==> config.mk <==
export PLATFORM = sky130hd
export DESIGN_NAME = refillUnit
export DESIGN_NICKNAME = d
export VERILOG_FILES = /design/src/busPkg.sv /design/src/cachePkg.sv /design/src/refillUnit.sv
export SDC_FILE = /design/constraint.sdc
export NUM_CORES = 1
export LEC_CHECK = 0
export BUFFER_PORTS_ARGS = -buffer_cell sky130_fd_sc_hd__buf_2
export CAP_MARGIN = 5
export CORE_AREA = 2 2 192 100
export DETAILED_ROUTE_END_ITERATION = 6
export DIE_AREA = 0 0 194 102
export PLACE_DENSITY = 0.83
export SLEW_MARGIN = 15
export SYNTH_ARGS = -nofsm -noshare
export SYNTH_HDL_FRONTEND = slang
export SYNTH_SLANG_ARGS = --single-unit
==> constraint.sdc <==
create_clock -name clk -period 4.7 [get_ports clk]
set_clock_uncertainty 0.1 [all_clocks]
set_input_delay 0.235 -clock clk [delete_from_list [all_inputs] [get_ports clk]]
set_output_delay 0.235 -clock clk [all_outputs]
set_load 0.02 [all_outputs]
==> src/busPkg.sv <==
package busPkg;

  // refill bus data path
  localparam int beatWidth = 64;

  // beats per line refill and the counter that walks them
  localparam int beatsPerLine   = 4;
  localparam int beatCountWidth = $clog2(beatsPerLine);

endpackage

==> src/cachePkg.sv <==
package cachePkg;

  // address layout is tag | index | offset
  localparam int addrWidth   = 32;
  localparam int wordWidth   = 64;
  localparam int offsetWidth = 5;
  localparam int indexWidth  = 6;
  localparam int tagWidth    = addrWidth - indexWidth - offsetWidth;

  // derived geometry
  localparam int numSets   = 1 << indexWidth;
  localparam int lineWidth = 8 << offsetWidth;

  // tag RAM entry
  typedef logic [tagWidth-1:0] tagT;

  // data RAM entry, one full line
  typedef logic [lineWidth-1:0] lineT;

endpackage
==> src/refillUnit.sv <==
`timescale 1ns/100ps

module refillUnit (
  input  logic                           clk,
  input  logic                           rst_n,
  input  logic                           refillStart_i,
  input  logic [cachePkg::addrWidth-1:0] lineAddr_i,
  output logic                           rdReqValid_o,
  output logic [cachePkg::addrWidth-1:0] rdAddr_o,
  input  logic                           rdReqReady_i,
  input  logic                           rdDataValid_i,
  input  logic [busPkg::beatWidth-1:0]   rdData_i,
  input  logic                           rdLast_i,
  output logic                           refillDone_o,
  output cachePkg::lineT                 line_o
);

  logic                                                 beatsPending;
  logic                                                 beatTake;
  logic [busPkg::beatCountWidth-1:0]                    beatCnt;
  logic [busPkg::beatsPerLine-1:0][busPkg::beatWidth-1:0] beats;

  assign beatTake = beatsPending && rdDataValid_i;

  always_ff @(posedge clk or negedge rst_n) begin
    if (!rst_n) begin
      rdReqValid_o <= 1'b0;
      rdAddr_o     <= '0;
      beatsPending <= 1'b0;
      beatCnt      <= '0;
      refillDone_o <= 1'b0;
    end else begin
      // done one cycle after the last beat once the line is complete
      refillDone_o <= beatTake && rdLast_i;

      // request level held until the bus takes it
      if (refillStart_i) begin
        rdReqValid_o <= 1'b1;
        rdAddr_o     <= {lineAddr_i[cachePkg::addrWidth-1:cachePkg::offsetWidth],
                         {cachePkg::offsetWidth{1'b0}}};
      end else if (rdReqValid_o && rdReqReady_i) begin
        rdReqValid_o <= 1'b0;
      end

      if (rdReqValid_o && rdReqReady_i) begin
        beatsPending <= 1'b1;
      end else if (beatTake && rdLast_i) begin
        beatsPending <= 1'b0;
      end

      if (beatTake) begin
        beatCnt <= rdLast_i ? '0 : beatCnt + 1'b1;
      end
    end
  end

  // lowest address beat lands in the low word
  always_ff @(posedge clk) begin
    if (beatTake) begin
      beats[beatCnt] <= rdData_i;
    end
  end

  assign line_o = beats;

endmodule

== Yosys cells after proc, flatten, opt, wreduce, memory -nomap -nowiden ==
Cells that the tools add are included.
Operators by class
  $lt $le $gt $ge: 2
  mux-type cells: 8
  reduce and logical (&&, ||, !) cells: 6
  add/sub/neg operators: 1
Operators by type and width (number)
  bitwise mux 256 bit: 1
  demux 64 bit (select 2 bit): 1
  2-to-1 mux 64 bit: 1
  logical AND 1 bit: 4
  2-to-1 mux 1 bit: 4
  nonzero test 2 bit: 2
  < comparator 2 x 3 -> 1 bit, second input constant: 1
  adder 2 x 1 -> 2 bit, second input constant: 1
  >= comparator 2 x 1 -> 1 bit, second input constant: 1
  2-to-1 mux 2 bit: 1
Storage, ports and cells
  output and inout bits: 290
  flip-flop bits (word level): 288
  word-level logic and storage cells: 26

== Logic depth before layout (Yosys ltp) ==
  word-level depth: 5
  mapped depth: 4
  mapped depth without buffers: 4

== Worst setup path after synthesis ==
No wires, ideal clock.
  kind: flip-flop to flip-flop
  start: reg, netlist name beatCnt[0]
  end: reg beats, in the netlist line_o[128], enable pin
  buffers on the path: 0
  stages on the path, launching flop included: 4
  data arrival time: 2.164 ns
  path slack: 2.006 ns
  cell sequence: dfrtp_1 -> inv_1 -> ha_1 -> and3_1
RTL lines
  end signal: indexed assignment: RTL line refillUnit.sv:60  | beats[beatCnt] <= rdData_i;
  end: declaration: RTL line refillUnit.sv:21  | logic [busPkg::beatsPerLine-1:0][busPkg::beatWidth-1:0] beats;

==> results.yml <==
cells_and_area:
  fin_nets: 950
  areaGrowthSynthToFinish_pct: 43.1
  final_layout_size_suffix_gt1_share_pct: 52.4
  fin_cells: 1102
  fin_util_pct: 72.2
global_routing:
  grt_pass1_vias: 5481
  grt_first_pass_wirelength_mm: 33.0
  grt_max_degree: 65
  grt_overflow: 0
  antenna_found_initial: 1
  grt_use_total_pct: 22.3
yosys:
  synth_top_area_cell: "edfxtp_1"
  synth.distinct_cells: 17
  yosys.area.top_type_share_pct: 84.4
  netlist_instances: 344
  ys_seq_elements: 288
  ys.flop_type: "edfxtp_1"
  synth_area_leaders: "edfxtp_1 84%, dfrtp_1 8.8%, mux2_4 3.1%"
  ys.warnings.count: 0
  synth_common_cells: "256 x edfxtp_1, 32 x dfrtp_1, 19 x mux2_4"
  synth_area_um2: 9100
  synth.most_common_cell: "edfxtp_1"
  async_reset_ff_share_pct: 11.1
  avgSynthCellArea_um2: 26.5
  yosysSeqAreaShare_pct: 93.2
  synth_edf_count: 256
clock_tree:
  cts_buffer_depth: 3
  clkTransAtPathRegs_ns: 0.07
  ctsResizeCount: 0
  numClockSinks: 288
  cts_setup_buffers: 0
  cts_buffers: 24
  cts_root_buf: "clkbuf_16"
  htree_num_levels: 1
  cts_tree: "built"
  insertion_delay_ns: 0.50
die:
  ios: 392
  die_area_um2: 19800
  initial_core_util_pct: 50.5
  die_w_um: 194
  row_count: 35
  die_height_um: 102
  core_area_um2: 18000
timing:
  fin_crit_ns: 2.06
  setup_tns_ns: 0
  maxSlewViolCount: 0
  timing.slew.headroom_pct: 32.1
  max_freq_mhz: 485
  fin_crit_sh_pct: 43.9
  rsz0062_at_grt: "no"
  hold_viol: 0
  holdWs_ns: 0.263
  tightestPinTransition_ns: 1.02
  finalSetupViolations: 0
pwr:
  seqPwrFrac_pct: 52.4
  fin_total_pwr_mw: 6.03
  pwr-share-clk_pct: 33.3
  irDropWorstVdd_v: 0.000317
  power_frac_comb_pct: 14.3
  p_sw_mw: 1.53
  p_int_mw: 4.50
  p_per_area_nw_per_um2: 463
  p_sw_share_pct: 25.4
  p_leak_nw: 5.30
flow_run:
  drv_cap: 0
setup_path:
  required_ns: 4.72
  end_kind: "flop"
  cp.arrival_ns: 2.09
  cp-start-kind: "flop"
  cp_max_fo: 64
  critical_path_class: "flop to flop"
detailed_routing:
  wl_mm: 23.0
  drt_iter0_markers: 325
  drc: 0
  first_pass_iters: 4
  num_vias: 5276
  via_per_inst: 4.79
  antenna_left: 0
  routedWlPerCell_um: 20.9
hold_path:
  min-delay-path-class: "input port to async pin"
place:
  detailed_place_hpwl_mm: 14.1
  port_buffers: 381
  dpl.cell_count: 961
  gp_congestion: 0.821
status:
  status: "finished clean"
final cells by class:
| class | instances | area [um^2] |
|---|---|---|
| Clock buffer | 29 | 641 |
| Tap cell | 240 | 300 |
| Timing Repair Buffer | 478 | 2880 |
| Antenna cell | 1 | 2.50 |
| Clock inverter | 14 | 156 |
| Fill cell | 1090 | 5010 |
| Multi-Input combinational cell | 49 | 551 |
| Sequential cell | 288 | 8490 |
| Inverter | 3 | 11.3 |
registers in the layout, indices dropped and copies added, names as in the netlist:
name,count
refillDone_o,1
rdAddr_o,27
line_o,256
beatsPending,1
beatCnt,2
rdReqValid_o,1
layer usage:
layer	vias to the layer above	global-route usage, %	wire length [um]
met2	243	39.3	11800
met4	0	5.01	393
met5	-	0	0
li1	2344	-	-
met1	2660	26.9	8760
met3	29	8.28	2050
logic make-up after synthesis:
group | share of synthesized area [%]
buf+inv | 1.10
fa+ha+maj | 0.550
simple gates | 0.536
flops | 93.2
compound gates | 0.179
mux | 4.36
other cells | 0.0412
layout by cell type, fill, tap and decap left out:
cell type	n
mux2i_1	1
and3_4	4
clkbuf_1	4
edfxtp_1	256
dlygate4sd3_1	97
clkinv_4	1
clkinvlp_4	2
clkinv_2	6
mux2_2	9
a21o_1	1
ha_1	4
bufinv_16	3
clkinv_1	1
nand2b_1	1
conb_1	5
mux2_4	19
nor2_1	1
inv_1	3
dfrtp_1	32
clkbuf_16	25
inv_6	1
and3_1	1
diode_2	1
a22o_1	1
buf_2	381
nand2_1	2
stage by stage:
step | setup slack (ns) | area, um^2
after floorplan | 2.01 | 9120
after global placement | 2.66 | 11300
after detailed placement | 2.64 | 11300
after CTS | 2.62 | 13000
after global routing | 2.53 | 13000
final | 2.64 | 13000
what timing repair did:
action                                  in CTS  in global routing
endpoints found under the hold margin      320                  0
hold buffers                                97                  0
endpoints found under the setup margin       0                  0
power groups by stage:
stage	registers [mW]	logic (mW)	clock network, mW
after floorplan	3.49	0.161	0
after global placement	3.20	0.780	0
after detailed placement	3.21	0.794	0
after CTS	3.16	0.865	2.03
after global routing	3.18	0.912	2.14
final	3.16	0.862	2.01
final timing paths:
path,startpoint,to,slack (ns),cells past startpoint
max reg2reg,beatCnt[0]$_DFFE_PN0P_,line_o[4]$_DFFE_PP_,2.64,3
max in group asynchronous,rst_n,rdAddr_o[19]$_DFFE_PN0P_,3.76,2
min in group clk,refillStart_i,rdReqValid_o$_DFFE_PN0P_,0.33,2
max,beatCnt[0]$_DFFE_PN0P_,line_o[4]$_DFFE_PP_,2.64,3
min reg2reg,rdAddr_o[5]$_DFFE_PN0P_,rdAddr_o[5]$_DFFE_PN0P_,0.41,1
min,rst_n,rdAddr_o[6]$_DFFE_PN0P_,0.26,2
worst max-delay path, stage by stage (launching register included):
cell and delay, ns:
dfrtp_1 0.44, inv_1 0.11, ha_1 0.15, and3_4 0.87
Power figures use the tool's default switching activity.
