**src/sramModel.sv**
```systemverilog
`timescale 1ns/100ps

module sramModel #(
  parameter int  numSets = 64,
  parameter type entryT  = logic [7:0]
) (
  input  logic                       clk,
  input  logic                       en_i,
  input  logic                       we_i,
  input  logic [$clog2(numSets)-1:0] addr_i,
  input  entryT                      wrData_i,
  output entryT                      rdData_o
);

  entryT mem [numSets];

  // a write cycle leaves the read register unchanged
  always_ff @(posedge clk) begin
    if (en_i) begin
      if (we_i) begin
        mem[addr_i] <= wrData_i;
      end else begin
        rdData_o <= mem[addr_i];
      end
    end
  end

endmodule

```
**config.mk**
```make
export PLATFORM = sky130hd
export DESIGN_NAME = sramModel
export DESIGN_NICKNAME = d
export VERILOG_FILES = /design/src/sramModel.sv
export SDC_FILE = /design/constraint.sdc
export NUM_CORES = 1
export LEC_CHECK = 0
export BUFFER_PORTS_ARGS = -buffer_cell sky130_fd_sc_hd__buf_2
export CAP_MARGIN = 30
export CORE_MARGIN = 2
export CORE_UTILIZATION = 39
export CTS_CLUSTER_DIAMETER = 80
export CTS_CLUSTER_SIZE = 8
export DETAILED_ROUTE_END_ITERATION = 6
export GPL_TIMING_DRIVEN = 0
export SLEW_MARGIN = 20
export SYNTH_ARGS = -nofsm -noshare
export SYNTH_HDL_FRONTEND = slang
export SYNTH_SLANG_ARGS = --single-unit
```
**constraint.sdc**
```tcl
create_clock -name clk -period 5.4 [get_ports clk]
set_input_delay 0.27 -clock clk [delete_from_list [all_inputs] [get_ports clk]]
set_output_delay 0.27 -clock clk [all_outputs]
set_load 0.02 [all_outputs]
```
## Word-level counts from Yosys, hierarchy flattened

Memories as Yosys holds them, arrays and structs flattened. A register that Yosys moved wholly into a read port is not among the register bits.
Index checks and enable logic that the tools add are counted.

| word-level totals | value |
|---|---|
| memories kept | 1 |
| register bits | 0 |
| word-level logic and storage cells | 6 |
| bits in writable memories | 512 |

| operators by class | value |
|---|---|
| reduce and logical (&&, ||, !) cells | 1 |
| muxes and demuxes | 3 |
| bitwise gates (word level) | 1 |

Memory list:

| name | depth | bits a word | read ports | clocked after Yosys merged registers in | wr ports | line | source |
|---|---|---|---|---|---|---|---|
| mem | 64 | 8 | 1 | 1 | 1 | 15 | `entryT mem [numSets];` |

Operators by type and width:

| cell | count |
|---|---|
| $mux W1 | 3 |
| $reduce_and A2 Y1 | 1 |
| $not A1 Y1 | 1 |

## Depth between registers and ports, before layout

Gate-level depths: netlist of run 1.

| logic depth | value |
|---|---|
| depth in word-level cells | 3 |
| gate-level depth with buffers | 9 |
| mapped depth without buffers | 5 |

## Worst setup path after synthesis of run 1

No wires, ideal clock.

| timing path | value |
|---|---|
| path kind | input port to flip-flop |
| from | input port addr_i[2] |
| to | memory mem[11][0] (netlist bit) (enable) |
| arrival | 1,705 ps |
| path slack | 3,325 ps |
| cell stages on the path | 7 |
| required time | 5,030 ps |
| cells stage by stage | buf_4 > buf_2 > buf_2 > buf_2 > nor2_1 > nand2_1 > nor2_1 |

RTL lines:

| element | line | source |
|---|---|---|
| from (decl) | 10 | `input logic [$clog2(numSets)-1:0] addr_i,` |
| to (decl) | 15 |  |

Straight into the memory's write port.

## Worst setup path in the final report of run 1

| timing path | value |
|---|---|
| from | input port addr_i[0] |
| to | memory mem[36][4] (netlist bit) (enable) |

Straight into the memory's write port.

==> results of run 1 <==
==> registers in the layout, indices dropped and copies added, names as in the netlist <==
register and count:
rdData_o 8, mem 512
==> per-layer routing <==
layer,up-vias,GRT usage
met5,-,0.00827
met4,2,0.0989
met3,191,0.0725
met2,877,0.354
met1,6303,0.327
li1,4928,-
==> kinds of logic after synthesis <==
family	after synthesis
simple gates	179
flops	520
compound gates	252
buf+inv	90
mux	103
==> stage by stage <==
step                      total power, W  cell area (µm²)  cells
after floorplan                  0.00480            20400   1144
after global placement           0.00505            21400   1846
after detailed placement         0.00506            21500   1850
after CTS                        0.00914            23500   1930
after global routing             0.00932            23500   1936
final                            0.00914            23500   1936
==> final cells by class <==
type                            count  area (µm²)  share of cell area
Clock buffer                       79        1980              0.0840
Multi-Input combinational cell    534        4340               0.185
Clock inverter                      1        8.76            0.000372
Timing Repair Buffer               32         265              0.0113
Buffer                             86         458              0.0195
Sequential cell                   520       15600               0.664
Inverter                            4        15.0            0.000638
Tap cell                          680         851              0.0362
==> layout by cell type (no fill, tap or decap), types with 11 or more instances in the layout <==
master | synthesis | layout
nor3_1 | 12 | 12
buf_4 | 9 | 19
nor2_1 | 78 | 78
a221oi_1 | 56 | 56
a22oi_1 | 67 | 67
mux2i_1 | 25 | 25
o22ai_1 | 16 | 16
nand2_1 | 34 | 34
mux2_2 | 43 | 43
clkbuf_16 | 0 | 79
buf_2 | 32 | 49
a211oi_1 | 11 | 11
clkbuf_1 | 33 | 33
edfxtp_1 | 520 | 520
o21ai_0 | 16 | 16
mux4_2 | 35 | 35
a21oi_1 | 15 | 15
a221o_1 | 19 | 19
==> power groups by stage <==
stage / sequential (W) / clock (W) / combinational (W)
3_5_place_dp: 0.00455 / 0 / 0.000513
3_3_place_gp: 0.00455 / 0 / 0.000498
5_1_grt: 0.00447 / 0.00430 / 0.000544
4_1_cts: 0.00448 / 0.00415 / 0.000514
6_report: 0.00448 / 0.00414 / 0.000532
2_1_floorplan: 0.00456 / 0 / 0.000242
==> final timing paths <==
check	start	end	slack (ns)	cells past startpoint
worst max-delay path	addr_i[0]	mem[36][4]	2.01	7
worst min-delay path	we_i	rdData_o[3]	0.11	2
worst max register to register	mem[0][3]	rdData_o[3]	2.93	5
worst min register to register	mem[13][5]	rdData_o[5]	0.92	4
==> metrics, run 1 <==
outcome=completed; top cells by area, synth=edfxtp_1, mux4_2, a22oi_1, a221oi_1, mux2_2; total number of vias=roughly 12000; CP bufs+invs=4; I/O Pins=25; Max Clock Skew=roughly 0.020 ns; Post-Place Setup Slack=about 1.6 ns; simple-gate share of the synthesized area=0.0418; Post-synth top cells=edfxtp_1, nor2_1, a22oi_1; RSZ-0062 raised after global routing=no; highest metal used=met5; Synth Flop Type=edfxtp_1; met3 WL=about 8000 µm; slew margin rel.=0.289; Worst path max stage delay=0.98 ns; CTS max path bufs=3; max-slew violations=0; largest net degree at the start of global routing=between 60 and 70; final worst path period need=3.39 ns; Hold Crit Class=in -> reg; Die Y=~230 µm; Post-CTS Hold Buffers=0; Metal-1 WL=approximately 25000 µm; final setup violation count=0; Setup crit end kind=flop; Synth Area in Adders=0; cell internal pwr=0.00716 W; Final ANT Viol Nets=0; met2 WL=roughly 28000 µm; die area=54200 µm²; worst-margin pin slew=between 1 and 1.5 ns; sequential share of the synthesized area=0.764; Final Hold Slack=about 0.11 ns; GP Congestion=~0.95; utilization after layout=0.457; Resize count post-CTS=0; Async SR Flop Fraction=0; DR pass1 iterations=7; setup repair bufs after CTS=0; Crit path top cell by count=buf_2; Slowest cell on crit path=nor2_1; Largest delay share family, worst path=simple AND/OR/NAND/NOR gates; Switch Pwr=around 0.0020 W; DP HPWL=a little over 40000 µm; max-cap viol count=0; clk_lat worst skew=about 0.59 ns; Synth Instances=between 1000 and 1500; GRT Overall Usage=0.239; mux contribution to synthesized area=0.0745; Chip Width=233 µm; site row count=83; final hold violations=0; Max FO, Critical Path=10; clk slew on worst S/H paths=around 0.05 ns; gr ovfl total=0; Seq pwr share=0.490; Post-Route Setup TNS=0 ns; Final Cycle Share=0.628; syn_nets=roughly 1200; initial antenna violation count=0; post-synth top area cell=edfxtp_1; # DRC=0; vias in the first global route=around 12000; yosys warns=0; synthesized cell area=20400 µm²; H-tree depth=3; Synth cell types=53; port bufs=22; Via-to-Cell Ratio=about 6.4; syn avg cell area=around 18 µm²; power share of the clock group=0.452; Post-synth EDFFs=520; FILL cells=between 4000 and 5000; fmax=295 MHz; initial DRC count=roughly 2100; first-pass GRT wire length=roughly 90000 µm; Cell Chain, Critical Path=buf_2 -> buf_6 -> nor2_1 -> buf_2 -> buf_2 -> nand2_1 -> nor2_1; CTS tree=built; TritonCTS buffer count=74; flops & latches, synth=520; total wire length=between 60000 and 70000 µm; fin worst setup slack=2.01 ns; DR WL/cell=between 30 and 40 µm; Lkg Pwr=7.41 nW; maximum VDD drop=0.000188 V; share of layout cells above drive strength 1=0.197; Setup CP Type=in -> reg; Critical Path RT=between 5 and 6 ns; post-synthesis compound-gate area fraction=0.0961; # diodes=0; Initial Util=0.397; post-synth top area share=0.764; largest family of logic cells by synthesized area=compound AO/OA/AOI/OAI gates; Net Sw Frac=0.217; Post-Synth XOR/XNOR Area=0; Logic pwr share=0.058; Num Clock Sinks=520; CP Launch Type=primary input; nets=1269; Synth-to-Final Area Change=15.2%; core area=a little over 50000 µm²; PD cells=389 nW/µm²; Critical Path AT=~3.6 ns; CTS Root Cell=clkbuf_16; most numerous cell in the Yosys netlist=edfxtp_1
Power figures use the tool's default switching activity.
==> run 2: changes to the inputs <==
==> constraint.sdc (replaced) <==
create_clock -name clk -period 3.25 [get_ports clk]
set_input_delay 0.1625 -clock clk [delete_from_list [all_inputs] [get_ports clk]]
set_output_delay 0.1625 -clock clk [all_outputs]
set_load 0.02 [all_outputs]
==> run 2 against run 1 <==
  * Setup slack worse by 2.0 ns
  * Non-clock buffer count stayed put
  * Critical path type unchanged
  * Largest power group unchanged
  * Wire length is 0.11% higher
  * Sequential power is 66% higher
  * Critical path depth stayed put
  * Critical endpoint is now mem[24][4]
  * Core utilization hardly changed
  * Clock skew is 0.0050 ns lower
==> metrics, run 2 (synthesis results as in run 1) <==
outcome=completed; Critical Path RT=3.45 ns (-2.15 ns); initial DRC count=2089 (-2.5%); Slowest cell on crit path=nor2_1; final hold violations=0 (unchanged); GRT Overall Usage=0.239 (unchanged); slew margin rel.=0.308 (+0.0187); gr ovfl total=0 (unchanged); vias in the first global route=12297 (unchanged); utilization after layout=0.457 (about the same); core area=51500 µm² (unchanged); GP Congestion=0.948 (unchanged); clk slew on worst S/H paths=0.05 ns (about the same); Setup CP Type=in -> reg; R2R Path Start=mem[0][3]; Largest delay share family, worst path=simple AND/OR/NAND/NOR gates; total wire length=64200 µm (+0.11%); crit path from=addr_i[0]; final worst path period need=about 3.2 ns; maximum VDD drop=0.000308 V (+64%); Resize count post-CTS=0 (unchanged); Critical Path AT=3.39 ns (-0.20 ns); Max Clock Skew=0.0154 ns (-0.00504 ns); CP Launch Type=primary input; Design Power=0.0152 W (+66%); Hold Startpoint=we_i; largest net degree at the start of global routing=65 (unchanged); nets=1269 (unchanged); clk_lat worst skew=0.58 ns (about the same); Initial Util=0.397 (unchanged); Hold Crit Class=in -> reg; Lkg Pwr=7.41 nW (about the same); # diodes=0 (unchanged); H-tree depth=3 (unchanged); DR WL/cell=33.2 µm (+0.11%); DP HPWL=41200 µm (unchanged); Final ANT Viol Nets=0 (unchanged); Top reg by flops=mem; most common cell after layout, fill and taps aside=edfxtp_1; I/O Pins=25 (unchanged); TritonCTS buffer count=74 (unchanged); RSZ-0062 raised after global routing=no; PD cells=645 nW/µm² (+66%); worst-margin pin slew=1.04 ns (-0.0280 ns); Final Cell Area=23500 µm² (about the same); final setup violation count=0 (unchanged); # DRC=0 (unchanged); CTS Root Cell=clkbuf_16; initial antenna violation count=0 (unchanged); FILL cells=4474 (+0.045%); port bufs=22 (unchanged); DP Area=21500 µm² (unchanged); first-pass GRT wire length=89800 µm (unchanged); area of the multi-input gates=4350 µm² (about the same); Top Registers=mem (512), rdData_o (8); Setup crit end kind=flop; site row count=83 (unchanged); Via-to-Cell Ratio=6.37 (+0.33%); Post-CTS Hold Buffers=0 (unchanged); Crit path top cell by count=buf_2; CP bufs+invs=4 (unchanged); Num Clock Sinks=520 (unchanged); max FFs per register=512 (unchanged); die area=54200 µm² (unchanged); total number of vias=12341 (+0.33%); Max FO, Critical Path=10 (unchanged); max-cap viol count=0 (unchanged); Cell Chain, Critical Path=buf_2 -> buf_6 -> nor2_1 -> buf_2 -> buf_2 -> nand2_1 -> nor2_1; fmax=313 MHz; setup repair bufs after CTS=0 (unchanged); Final Cycle Share=0.983; CTS tree=built; CTS max path bufs=3 (unchanged); Synth-to-Final Area Change=15.2% (about the same); most frequent cells in the layout=edfxtp_1, clkbuf_16, nor2_1; Die Y=233 µm (unchanged); DR pass1 iterations=6 (-1); share of layout cells above drive strength 1=0.197 (+0.000796); max-slew violations=0 (unchanged); Worst path max stage delay=0.90 ns (-0.08 ns); Reg area=15600 µm² (unchanged); Chip Width=233 µm (unchanged)
## run 2: final cells by class
| class | instances | share of cell area |
|---|---|---|
| buffer | 86 | 0.0195 |
| inverter | 4 | 0.000638 |
| multi-input combinational | 534 | 0.185 |
| tap | 680 | 0.0362 |
| clock inverter | 1 | 0.000372 |
| sequential | 520 | 0.663 |
| timing repair buffer | 32 | 0.0113 |
| clock buffer | 79 | 0.0840 |
## run 2: stage by stage
| stage | TNS [ns] | worst slack, ns | instances | hold slack (ns) |
|---|---|---|---|---|
| finish | 0 | 0.0565 | 1936 | 0.0121 |
| global route | 0 | 0.0366 | 1936 | 0.0274 |
| CTS | 0 | 0.141 | 1930 | 0.00818 |
| detailed placement | -84.98 | -0.459 | 1850 | 0.607 |
| global placement | -76.21 | -0.400 | 1846 | 0.611 |
| floorplan | 0 | 1.28 | 1144 | 0.261 |
## run 2: layer usage
| metal | GRT usage | part of all wire |
|---|---|---|
| met2 | 0.354 | 0.44 |
| met5 | 0.00827 | 0.00090 |
| met4 | 0.0989 | 0.046 |
| met3 | 0.0725 | 0.12 |
| met1 | 0.327 | 0.39 |
## run 2: report_power, final
part           switching [W]  total, W  internal, W  leakage (nW)
combinational       0.000638  0.000884     0.000246          1.75
sequential        0.00000705   0.00744      0.00743          4.68
clock                0.00263   0.00686      0.00422         0.978
total                0.00328    0.0152       0.0119          7.41
## run 2: final timing paths
| kind | end | slack [ns] | depth (start not counted) |
|---|---|---|---|
| min reg2reg | rdData_o[5] | 0.93 | 4 |
| max | mem[24][4] | 0.06 | 7 |
| min | rdData_o[4] | 0.01 | 2 |
| max reg2reg | rdData_o[3] | 0.76 | 5 |
