**src/cachePkg.sv**
```systemverilog
package cachePkg;

  // address layout is tag | index | offset
  localparam int addrWidth   = 32;
  localparam int wordWidth   = 64;
  localparam int offsetWidth = 5;
  localparam int indexWidth  = 6;
  localparam int tagWidth    = addrWidth - indexWidth - offsetWidth;

  // derived geometry
  localparam int numSets   = 1 << indexWidth;
  localparam int lineWidth = 8 << offsetWidth;

  // tag RAM entry
  typedef logic [tagWidth-1:0] tagT;

  // data RAM entry, one full line
  typedef logic [lineWidth-1:0] lineT;

endpackage
```
**src/cacheCtrl.sv**
```systemverilog
`timescale 1ns/100ps

module cacheCtrl #(
  parameter int numSets = 64
) (
  input  logic                           clk,
  input  logic                           rst_n,
  input  logic                           valid_i,
  input  logic [cachePkg::addrWidth-1:0] addr_i,
  output logic                           addrOk_o,
  output logic                           dataOk_o,
  output logic [cachePkg::wordWidth-1:0] rdData_o,
  input  cachePkg::tagT                  tagQ0_i,
  input  cachePkg::tagT                  tagQ1_i,
  input  cachePkg::lineT                 lineQ0_i,
  input  cachePkg::lineT                 lineQ1_i,
  output logic                           ramEn_o,
  output logic [$clog2(numSets)-1:0]     ramIndex_o,
  output logic                           we0_o,
  output logic                           we1_o,
  output cachePkg::tagT                  wrTag_o,
  output cachePkg::lineT                 wrLine_o,
  output logic                           refillStart_o,
  output logic [cachePkg::addrWidth-1:0] missLineAddr_o,
  input  logic                           refillDone_i,
  input  cachePkg::lineT                 refillLine_i
);

  localparam int idxW   = $clog2(numSets);
  localparam int tagLsb = cachePkg::offsetWidth + cachePkg::indexWidth;

  typedef enum logic [2:0] {
    idleSt,
    compareSt,
    missSt,
    refillSt,
    fillSt
  } stateT;

  stateT                          curState;
  stateT                          nextState;
  logic [cachePkg::addrWidth-1:0] reqAddr;
  logic [idxW-1:0]                reqIndex;
  cachePkg::tagT                  reqTag;
  logic [1:0]                     wordSel;
  logic [numSets-1:0]             valid0;
  logic [numSets-1:0]             valid1;
  logic [numSets-1:0]             lruWay;
  logic                           compareEn;
  logic                           hit0;
  logic                           hit1;
  logic                           miss;
  logic                           accept;
  logic                           victimSel;
  logic                           victimWay;
  cachePkg::lineT                 hitLine;

  // fields of the request under compare
  assign reqIndex = reqAddr[cachePkg::offsetWidth +: idxW];
  assign reqTag   = reqAddr[tagLsb +: cachePkg::tagWidth];
  assign wordSel  = reqAddr[cachePkg::offsetWidth-1 -: 2];

  assign compareEn = curState == compareSt;
  assign hit0      = compareEn && valid0[reqIndex] && (tagQ0_i == reqTag);
  assign hit1      = compareEn && valid1[reqIndex] && (tagQ1_i == reqTag);
  assign miss      = compareEn && !hit0 && !hit1;

  // a hit frees the front end for the next request
  assign addrOk_o = (curState == idleSt) || hit0 || hit1;
  assign dataOk_o = hit0 || hit1;
  assign accept   = valid_i && addrOk_o;

  assign hitLine  = hit1 ? lineQ1_i : lineQ0_i;
  assign rdData_o = hitLine[wordSel*cachePkg::wordWidth +: cachePkg::wordWidth];

  // invalid way first and otherwise the least recently used one
  assign victimSel = !valid0[reqIndex] ? 1'b0 :
                     !valid1[reqIndex] ? 1'b1 : lruWay[reqIndex];

  // RAM index comes from the new request or from the held one during fill
  assign ramEn_o    = accept || (curState == refillSt) || (curState == fillSt);
  assign ramIndex_o = accept ? addr_i[cachePkg::offsetWidth +: idxW] : reqIndex;
  assign we0_o      = (curState == refillSt) && !victimWay;
  assign we1_o      = (curState == refillSt) && victimWay;
  assign wrTag_o    = reqTag;
  assign wrLine_o   = refillLine_i;

  assign refillStart_o  = miss;
  assign missLineAddr_o = {reqAddr[cachePkg::addrWidth-1:cachePkg::offsetWidth],
                           {cachePkg::offsetWidth{1'b0}}};

  always_comb begin
    nextState = curState;
    case (curState)
      idleSt:    nextState = accept ? compareSt : idleSt;
      compareSt: begin
        if (miss) begin
          nextState = missSt;
        end else if (!valid_i) begin
          nextState = idleSt;
        end
      end
      missSt:    nextState = refillDone_i ? refillSt : missSt;
      // a write cycle and then a read cycle so compare sees the new line
      refillSt:  nextState = fillSt;
      fillSt:    nextState = compareSt;
      default:   nextState = idleSt;
    endcase
  end

  always_ff @(posedge clk or negedge rst_n) begin
    if (!rst_n) begin
      curState  <= idleSt;
      victimWay <= 1'b0;
      valid0    <= '0;
      valid1    <= '0;
      lruWay    <= '0;
    end else begin
      curState <= nextState;
      if (miss) begin
        victimWay <= victimSel;
      end
      if (curState == refillSt) begin
        if (victimWay) begin
          valid1[reqIndex] <= 1'b1;
        end else begin
          valid0[reqIndex] <= 1'b1;
        end
      end
      // lru points at the way not just used
      if (hit0 || hit1) begin
        lruWay[reqIndex] <= hit0;
      end
    end
  end

  always_ff @(posedge clk) begin
    if (accept) begin
      reqAddr <= addr_i;
    end
  end

endmodule

```
**config.mk**
```make
export PLATFORM = sky130hd
export DESIGN_NAME = cacheCtrl
export DESIGN_NICKNAME = d
export VERILOG_FILES = /design/src/cachePkg.sv /design/src/cacheCtrl.sv
export SDC_FILE = /design/constraint.sdc
export NUM_CORES = 1
export LEC_CHECK = 0
export ABC_AREA = 1
export BUFFER_PORTS_ARGS = -buffer_cell sky130_fd_sc_hd__clkbuf_2
export CAP_MARGIN = 20
export CORE_AREA = 2 2 473 475
export CTS_CLUSTER_SIZE = 8
export DETAILED_ROUTE_END_ITERATION = 8
export DIE_AREA = 0 0 475 477
export PLACE_DENSITY_LB_ADDON = 0.05
export SLEW_MARGIN = 20
export SYNTH_ARGS = -nofsm -noshare
export SYNTH_HDL_FRONTEND = slang
export SYNTH_SLANG_ARGS = --single-unit
```
**constraint.sdc**
```tcl
create_clock -name clk -period 2.7 [get_ports clk]
set_clock_uncertainty 0.1 [all_clocks]
set_input_delay 0.405 -clock clk [delete_from_list [all_inputs] [get_ports clk]]
set_output_delay 0.405 -clock clk [all_outputs]
set_load 0.02 [all_outputs]
```
# After elaboration in Yosys (flattened, before gate mapping)
# Index checks and enable logic that the tools add are counted.
op_classes:
  add_sub_neg: 0
  multipliers: 0
  div_mod_pow: 0
  n_lt_le_gt_ge: 2
  n_eq_ne: 7
  shifts: 1
  n_mux: 18
  bitwise_logic: 3
  reduce_logical: 21
ops:
  columns: ["operator", "count"]
  rows:
  - ["$mux W256", 1]
  - ["$shiftx A256 B9 Y64", 1]
  - ["$or A64 B64 Y64", 2]
  - ["$bwmux W64", 1]
  - ["$eq A21 B21 Y1", 2]
  - ["$bmux W1 S6", 3]
  - ["$pmux W3 S5", 1]
  - ["$logic_and A1 B1 Y1", 10]
  - ["$mux W1", 8]
  - ["$lt A6 B7 Y1 const B", 1]
  - ["$demux W1 S6", 1]
  - ["$eq A3 B2 Y1 const B", 2]
  - ["$ge A6 B1 Y1 const B", 1]
  - ["$mux W3", 2]
  - ["$mux W6", 1]
  - ["$logic_or A1 B1 Y1", 5]
  - ["$reduce_and A2 Y1", 2]
  - ["$eq A3 B1 Y1 const B", 1]
  - ["$eq A3 B3 Y1 const B", 1]
  - ["$logic_not A1 Y1", 3]
  - ["$logic_not A3 Y1", 1]
  - ["$ne A3 B3 Y1 const B", 1]
  - ["$not A1 Y1", 1]
totals:
  reg_bits: 228
  latchBits: 0
  ram_bits: 0
  rom_bits: 0
  in_bits: 846
  output_inout_bits: 385
  elab_cells: 58
  memories: 0

# Depth between registers and ports, before layout
# Gate-level depths: netlist (run 1).
depth:
  word_depth: 9
  mapped_depth: 21
  ltp_nobuf: 17

# Least setup slack after synthesis (run 1)
# Ideal clock, no wire load.
synth_path:
  path_kind: "flip-flop to flip-flop"
  startpoint: "register reqAddr[6] (netlist bit)"
  endpoint: "register reqAddr[10] (netlist bit) (enable)"
  setup_time_ns: 0.384
  arrival_ns: 2.426
  required_ns: 2.216
  setup_slack_ns: -0.210
  stages_incl_launch_ff: 16
  path_buffers: 2
  period_less_slack_ns: 2.910
  path_cell_list: "edfxtp_1 > nor2_1 > inv_1 > nor2_1 > buf_2 > nand2_1 > nand3_1 > o21ai_0 > nand2_1 > nor2_1 > nand2_1 > nand2_1 > buf_4 > nand3_4 > nand2_2 > inv_1"
synth_via:
  elab_chain_cells: 7
  word_cells_on_any_way: 11
  cone_classes: "mux: 4; reduce/logical: 7"
synth_rtl:
  columns: ["element", "line", "rtl"]
  rows:
  - ["start: declaration", "cacheCtrl.sv:42", "logic [cachePkg::addrWidth-1:0] reqAddr;"]
  - ["start signal: assignment", "cacheCtrl.sv:139", "reqAddr <= addr_i;"]
  - ["$bmux W1 S6", "cacheCtrl.sv:64", "assign hit0 = compareEn && valid0[reqIndex] && (tagQ0_i == reqTag);"]
  - ["$mux W1 (implied by the code)", "cacheCtrl.sv:64", null]
  - ["$logic_and A1 B1 Y1 (2 in a row)", "cacheCtrl.sv:64", null]
  - ["$logic_or A1 B1 Y1", "cacheCtrl.sv:69", "assign addrOk_o = (curState == idleSt) || hit0 || hit1;"]
  - ["$logic_or A1 B1 Y1 *", "cacheCtrl.sv:69", null]
  - ["via addrOk_o", "cacheCtrl.sv:10", "output logic addrOk_o,"]
  - ["$logic_and A1 B1 Y1 *", "cacheCtrl.sv:71", "assign accept = valid_i && addrOk_o;"]
# The timed path passes the listed nets; every way through them passes the cells marked *. The select of a mux whose other input is x is not followed.
# A chain may end at the register's enable or synchronous reset.

# Worst setup path after layout (run 1)
layout_path:
  startpoint: "register reqAddr[5] (netlist bit)"
  endpoint: "output port rdData_o[24] (netlist bit)"
layout_via:
  elab_chain_cells: 6
layout_rtl:
  columns: ["element", "line", "rtl"]
  rows:
  - ["$bmux W1 S6", "cacheCtrl.sv:65", "assign hit1 = compareEn && valid1[reqIndex] && (tagQ1_i == reqTag);"]
  - ["$mux W1 (implied by the code)", "cacheCtrl.sv:65", null]
  - ["$logic_and A1 B1 Y1 (2 in a row)", "cacheCtrl.sv:65", null]
  - ["$mux W256", "cacheCtrl.sv:73", "assign hitLine = hit1 ? lineQ1_i : lineQ0_i;"]
  - ["$shiftx A256 B9 Y64", "cacheCtrl.sv:74", "assign rdData_o = hitLine[wordSel*cachePkg::wordWidth +: cachePkg::wordWidth];"]
  - ["end: declaration", "cacheCtrl.sv:12", "output logic [cachePkg::wordWidth-1:0] rdData_o,"]
# Every way passes these cells. The select of a mux whose other input is x is not followed.

==> results of run 1 <==
==> cell type report <==
class / count / area share
antenna: 17 / 0.00124
clock buffer: 49 / 0.0285
clock inverter: 6 / 0.00178
inverter: 600 / 0.0661
multi-input combinational: 2037 / 0.336
sequential: 225 / 0.168
tap: 2975 / 0.108
timing repair buffer: 1194 / 0.291
==> flip-flops by register name, summed over array words and instances, names as in the netlist <==
signal and count:
reqAddr 29, lruWay 64, curState 3, valid1 64, victimWay 1, valid0 64
==> metal layers <==
layer  global-route usage  vias up  wire length (um)
li1                     -    11600                 -
met1                0.181    11700             75200
met2                0.312     1138            105000
met3                0.105      237             27900
met4               0.0658       42              8100
met5               0.0254        -               878
==> cells in the mapped netlist, drive strengths merged, types with 2 or more instances <==
cell type  count
nand2       1025
inv          599
nand3        527
buf          428
o21ai        221
dfrtp        196
o21bai        90
clkbuf        76
nor2          49
edfxtp        29
a21oi         22
nor3          17
xor2          15
nand4         14
or2           14
xnor2          9
nor4           7
o211ai         6
and3           2
nand3b         2
nor3b          2
or3b           2
==> through the flow <==
stage                     hold WS, ns  cell area (um2)  setup WS [ns]
final                          0.0536            34400          -1.30
after global placement          0.295            28100          -1.03
after detailed placement        0.288            28100          -1.04
after CTS                     0.00898            32800          -1.41
after floorplan               0.00941            20600        -0.0680
after global routing           0.0234            34400          -1.48
==> kinds of logic (layout without fill, tap and decap cells) <==
logic type      after synthesis  after routing  synth area share
buf+inv                    1104           1849             0.269
simple gates               1662           1664             0.344
flops                       225            225             0.281
xor+xnor                     24             24            0.0102
compound gates              344            344            0.0960
other cells                   1             22          0.000182
==> critical path, cell delays in order, from the launching register on <==
cell and delay (ns):
edfxtp_1 0.38, buf_6 0.16, buf_12 0.15, buf_12 0.14, nand2_4 0.06, o21ai_4 0.05, nand2_1 0.07, nand2_2 0.06
nand2_2 0.08, nand2_2 0.06, nand2_2 0.08, nand2_2 0.08, nor2_4 0.14, buf_6 0.13, nand2_8 0.10, nand2_8 0.20
buf_16 0.19, buf_12 0.15, buf_6 0.11, nand2_4 0.04, nand3_2 0.04, nand2_1 0.05, nand2_1 0.08, nand2_1 0.08
clkbuf_8 0.15
==> final timing paths <==
kind / to / slack [ns]
min in group asynchronous: valid1[14]$_DFFE_PN0P_ / 0.30
min reg2reg: valid0[0]$_DFFE_PN0P_ / 0.35
min: reqAddr[5]$_DFFE_PN_ / 0.05
max reg2reg: reqAddr[29]$_DFFE_PN_ / -0.70
max in group asynchronous: lruWay[27]$_DFFE_PN0P_ / 1.46
max: rdData_o[24] / -1.30
==> power by group <==
part	total [uW]	switching (uW)	internal [uW]
Clock	4520	1980	2540
Sequential	4250	285	3960
Combinational	9130	5320	3810
Total	17900	7590	10300
==> timing repair <==
item / in CTS / in global routing
endpoints found under the setup margin: 170 / 171
cloned: 31 / 9
setup buffers: 37 / 37
gates resized for setup: 621 / 386
pin swaps: 126 / 122
hold buffers: 30 / 0
endpoints found under the hold margin: 72 / 0
==> metrics, run 1 <==
achievable clock frequency=250 MHz; CTS buffer count=36; CTS tree=built; post-synth top area cell=dfrtp_1; WS Path Type=flip-flop to output port; min-delay src=addr_i[5]; Critical Path Start=reqAddr[5]$_DFFE_PN_; WL final=217000 um; Core Region=0.221 mm2; dpl hpwl=178000 um; CP max FO=8; Slew Limit Fails=0; Syn-to-layout area delta=67.2%; Filler cells=25800; commonest cells after routing, fill and taps aside=nand2_1, clkbuf_2, inv_1; Hold Crit Depth=1; Period minus WS final=4.00 ns; global-route usage over all layers=0.182; drt wl/cell=30.6 um; RSZ-0062 raised after global routing=true; Netlist Area Pre-Place=0.0206 mm2; DRC viols=0; VDD IR max=379 uV; Placed Cells incl. Taps=6904; worst min path class=primary input to flip-flop; worst skew pair latency=0.59 ns; Static Leakage=0.0177 uW; Worst Reg-to-Reg Cells=24; First-pass DRT Iterations=4; max cap viols=0; GR Overflow Total=0; clk sinks=225; Power Dens Cells=520 mW/mm2; Worst setup EP type=output port; Iteration-0 DRC Markers=1202; row count=173; H-tree Lvls=2; clk buf depth=3; Worst Slack Setup Final=-1.30 ns; area of the multi-input gates=0.0116 mm2; Port Buffers=710; Vert. Die Dim=477 um; top area cells in the synthesized netlist=dfrtp_1, nand2_1, nand3_1, buf_4, inv_1; Avg Inst Size Synth=6.13 um2; status=finished, violations left; final period utilization=1.48; gate count of the mapped netlist=3360; vias=24600; Yosys top cell area share=0.238; Initial Util=0.0930; total power=17900 uW; Top Ports=1231; Synth async-reset ratio=0.871; die area=0.227 mm2; #FFs+latches synth=225; Startpoint Class=flip-flop; vias in the first global route=25700; critical path arrival=3.49 ns; Die Wd=475 um; failing checks=setup timing; Final nets=4940; Seq/Total Area, Yosys=0.281; gpl congestion=0.928; first-pass GRT wire length=273000 um; Reg area=0.00578 mm2; fin util=0.155; largest net degree at the start of global routing=65; Worst Path Required=2.19 ns; number of synthesized flops with an enable pin=29; initial antenna violation count=76; CTS Root Buffer Type=clkbuf_16; Final Non-Filler Cells=7103; Total Neg Setup Slack=-127.03 ns; Primary FF master, synth=dfrtp_1; commonest non-fill, non-tap cell in the layout=nand2_1; layout cell share with drive strength beyond 1=0.421; Yosys cell types=40; Vias/cell=3.47; Yosys warning count=0; reg-to-reg startpoint=reqAddr[5]$_DFFE_PN_; antenna-violating nets left=0; final setup fails=170; clk slew on worst S/H paths=0.06 ns; final hold vios=0
Power figures use the tool's default switching activity.
==> inputs of run 2 (changes only) <==
--- a/config.mk
+++ b/config.mk
@@ -8,10 +8,10 @@
 export ABC_AREA = 1
 export BUFFER_PORTS_ARGS = -buffer_cell sky130_fd_sc_hd__clkbuf_2
 export CAP_MARGIN = 20
-export CORE_AREA = 2 2 473 475
+export CORE_AREA = 2 2 472 474
 export CTS_CLUSTER_SIZE = 8
 export DETAILED_ROUTE_END_ITERATION = 8
-export DIE_AREA = 0 0 475 477
+export DIE_AREA = 0 0 474 476
 export PLACE_DENSITY_LB_ADDON = 0.05
 export SLEW_MARGIN = 20
 export SYNTH_ARGS = -nofsm -noshare
==> constraint.sdc (replaced) <==
create_clock -name clk -period 4.9 [get_ports clk]
set_clock_uncertainty 0.1 [all_clocks]
set_input_delay 0.735 -clock clk [delete_from_list [all_inputs] [get_ports clk]]
set_output_delay 0.735 -clock clk [all_outputs]
set_load 0.02 [all_outputs]
==> metrics, run 2 (synthesis results as in run 1) <==
reg-to-reg startpoint=reqAddr[6]$_DFFE_PN_; area of the multi-input gates=0.00936 mm2; clk buf depth=3; final period utilization=0.933; Static Leakage=0.0146 uW; H-tree Lvls=2; Clk pwr share=0.308; Worst R2R Setup Slack=1.12 ns; Placed Cells incl. Taps=6630; Total Neg Setup Slack=0 ns; Reg area=0.00578 mm2; r2r endpoint=reqAddr[4]$_DFFE_PN_; Worst setup EP type=output port; layout cell share with drive strength beyond 1=0.241; global-route usage over all layers=0.168; worst min path class=primary input to async pin; worst skew pair latency=0.58 ns; antenna-violating nets left=0; first-pass GRT wire length=250000 um; vias=22700; Worst Path Required=4.07 ns; First-pass DRT Iterations=5; Seq pwr share=0.285; initial antenna violation count=73; clk sinks=225; max_slew headroom=0.343; drt wl/cell=29.8 um; Power Dens Cells=307 mW/mm2; RSZ-0062 raised after global routing=false; CP max FO=16; post-route cell area=0.0271 mm2; clk slew on worst S/H paths=0.06 ns; Worst Reg-to-Reg Cells=16; final hold vios=0; cell-internal power=4710 uW; CTS buffer count=36; critical path arrival=3.74 ns; Final Non-Filler Cells=6723; CTS Root Buffer Type=clkbuf_16; WS Path Type=flip-flop to output port; Startpoint Class=flip-flop; Core Region=0.221 mm2; combinational share of power=0.406; Initial Util=0.0932; Period minus WS final=4.57 ns; VDD IR max=269 uV; gpl congestion=0.894; Worst Slack Setup Final=0.329 ns; largest net degree at the start of global routing=94; CTS tree=built; Net Sw Frac=0.435; Slew Limit Fails=0; max cap viols=0; status=complete, no violations; top flop regs=lruWay (64), valid0 (64), valid1 (64); DP Area=0.0256 mm2; Vert. Die Dim=476 um; net switching power=3630 uW; Port Buffers=710; Worst Tran Pin Value=0.986 ns; Die Wd=474 um; commonest non-fill, non-tap cell in the layout=nand2_1; row count=173; Top Ports=1231; DP Worst Slack=0.223 ns; final setup fails=0; achievable clock frequency=219 MHz; die area=0.226 mm2; vias in the first global route=23000; DRC viols=0; Vias/cell=3.38; Final nets=4559; dpl hpwl=164000 um; Filler cells=26300; commonest cells after routing, fill and taps aside=nand2_1, clkbuf_2, inv_1; GR Overflow Total=0; WL final=200000 um; Syn-to-layout area delta=31.8%; Iteration-0 DRC Markers=1042
## run 2: cell types whose count changed in the layout (fill, tap and decap cells not counted), sizes merged, moves of 2 or more
| cell | previous run | this run |
|---|---|---|
| clkbuf | 710 | 770 |
| bufbuf | 3 | 0 |
| diode | 17 | 15 |
| dlygate4sd3 | 30 | 0 |
| buf | 500 | 99 |
| inv | 600 | 597 |
## run 2: power by group through the flow
stage / Sequential, uW / Clock, uW / Combinational (uW)
after global placement: 2430 / 0 / 3510
final: 2380 / 2570 / 3390
after CTS: 2390 / 2730 / 3510
after global routing: 2430 / 2770 / 3770
after detailed placement: 2430 / 0 / 3490
after floorplan: 2330 / 0 / 2150
## run 2: routing by layer
layer / wire length (um) / part of all wire / up-vias / global-route usage
li1: - / - / 10800 / -
met1: 67500 / 0.34 / 10600 / 0.162
met2: 95700 / 0.48 / 1195 / 0.286
met3: 30200 / 0.15 / 195 / 0.115
met4: 6060 / 0.030 / 24 / 0.0453
met5: 701 / 0.0035 / - / 0.0203
## run 2: cell type report
| cell class | instances | share of cell area |
|---|---|---|
| Clock buffer | 56 | 0.0397 |
| Multi-Input combinational cell | 2037 | 0.345 |
| Clock inverter | 2 | 0.00171 |
| Inverter | 600 | 0.0833 |
| Timing Repair Buffer | 813 | 0.179 |
| Tap cell | 2975 | 0.137 |
| Sequential cell | 225 | 0.213 |
| Antenna cell | 15 | 0.00138 |
## run 2: worst max-delay path by stage
stage	cells after the start	endpoint	startpoint	slack, ns
final	22	rdData_o[40]	reqAddr[5]$_DFFE_PN_	0.33
after global routing	21	rdData_o[50]	reqAddr[5]$_DFFE_PN_	0.02
after CTS	21	rdData_o[26]	reqAddr[5]$_DFFE_PN_	0.008
after detailed placement	20	rdData_o[26]	reqAddr[5]$_DFFE_PN_	0.22
after global placement	20	rdData_o[26]	reqAddr[5]$_DFFE_PN_	0.24
after floorplan	13	rdData_o[10]	tagQ1_i[11]	1.76
## run 2: timing repair
| action | CTS | global route |
|---|---|---|
| cloned | 0 | 7 |
| resized for setup | 4 | 13 |
| setup endpoints to repair | 37 | 40 |
| hold buffers | 0 | 0 |
| setup buffers | 2 | 11 |
| pin swaps | 0 | 3 |
## run 2: stage by stage
stage          hold WS, ns   util  total power [uW]
2_1_floorplan        0.324      -              4480
3_3_place_gp         0.344  0.116              5940
3_5_place_dp         0.345  0.116              5910
4_1_cts              0.140  0.121              8640
5_1_grt              0.147  0.123              8960
6_report            0.0863  0.123              8340
## run 2: critical path, stage by stage, from the launching register on
cell      delay (ns)
edfxtp_1        0.42
buf_12          0.17
inv_2           0.12
buf_12          0.20
nand2_1         0.07
nand2_1         0.06
nand2_1         0.05
nand2_1         0.08
nand2_1         0.07
nand2_1         0.12
nand2_1         0.11
nand2_2         0.12
nor2_2          0.08
nand2_8         0.14
nand2_8         0.15
buf_16          0.19
buf_4           0.17
nand2_1         0.06
nand3_1         0.11
nand2_1         0.12
nand2_1         0.16
nand2_1         0.15
clkbuf_2        0.18
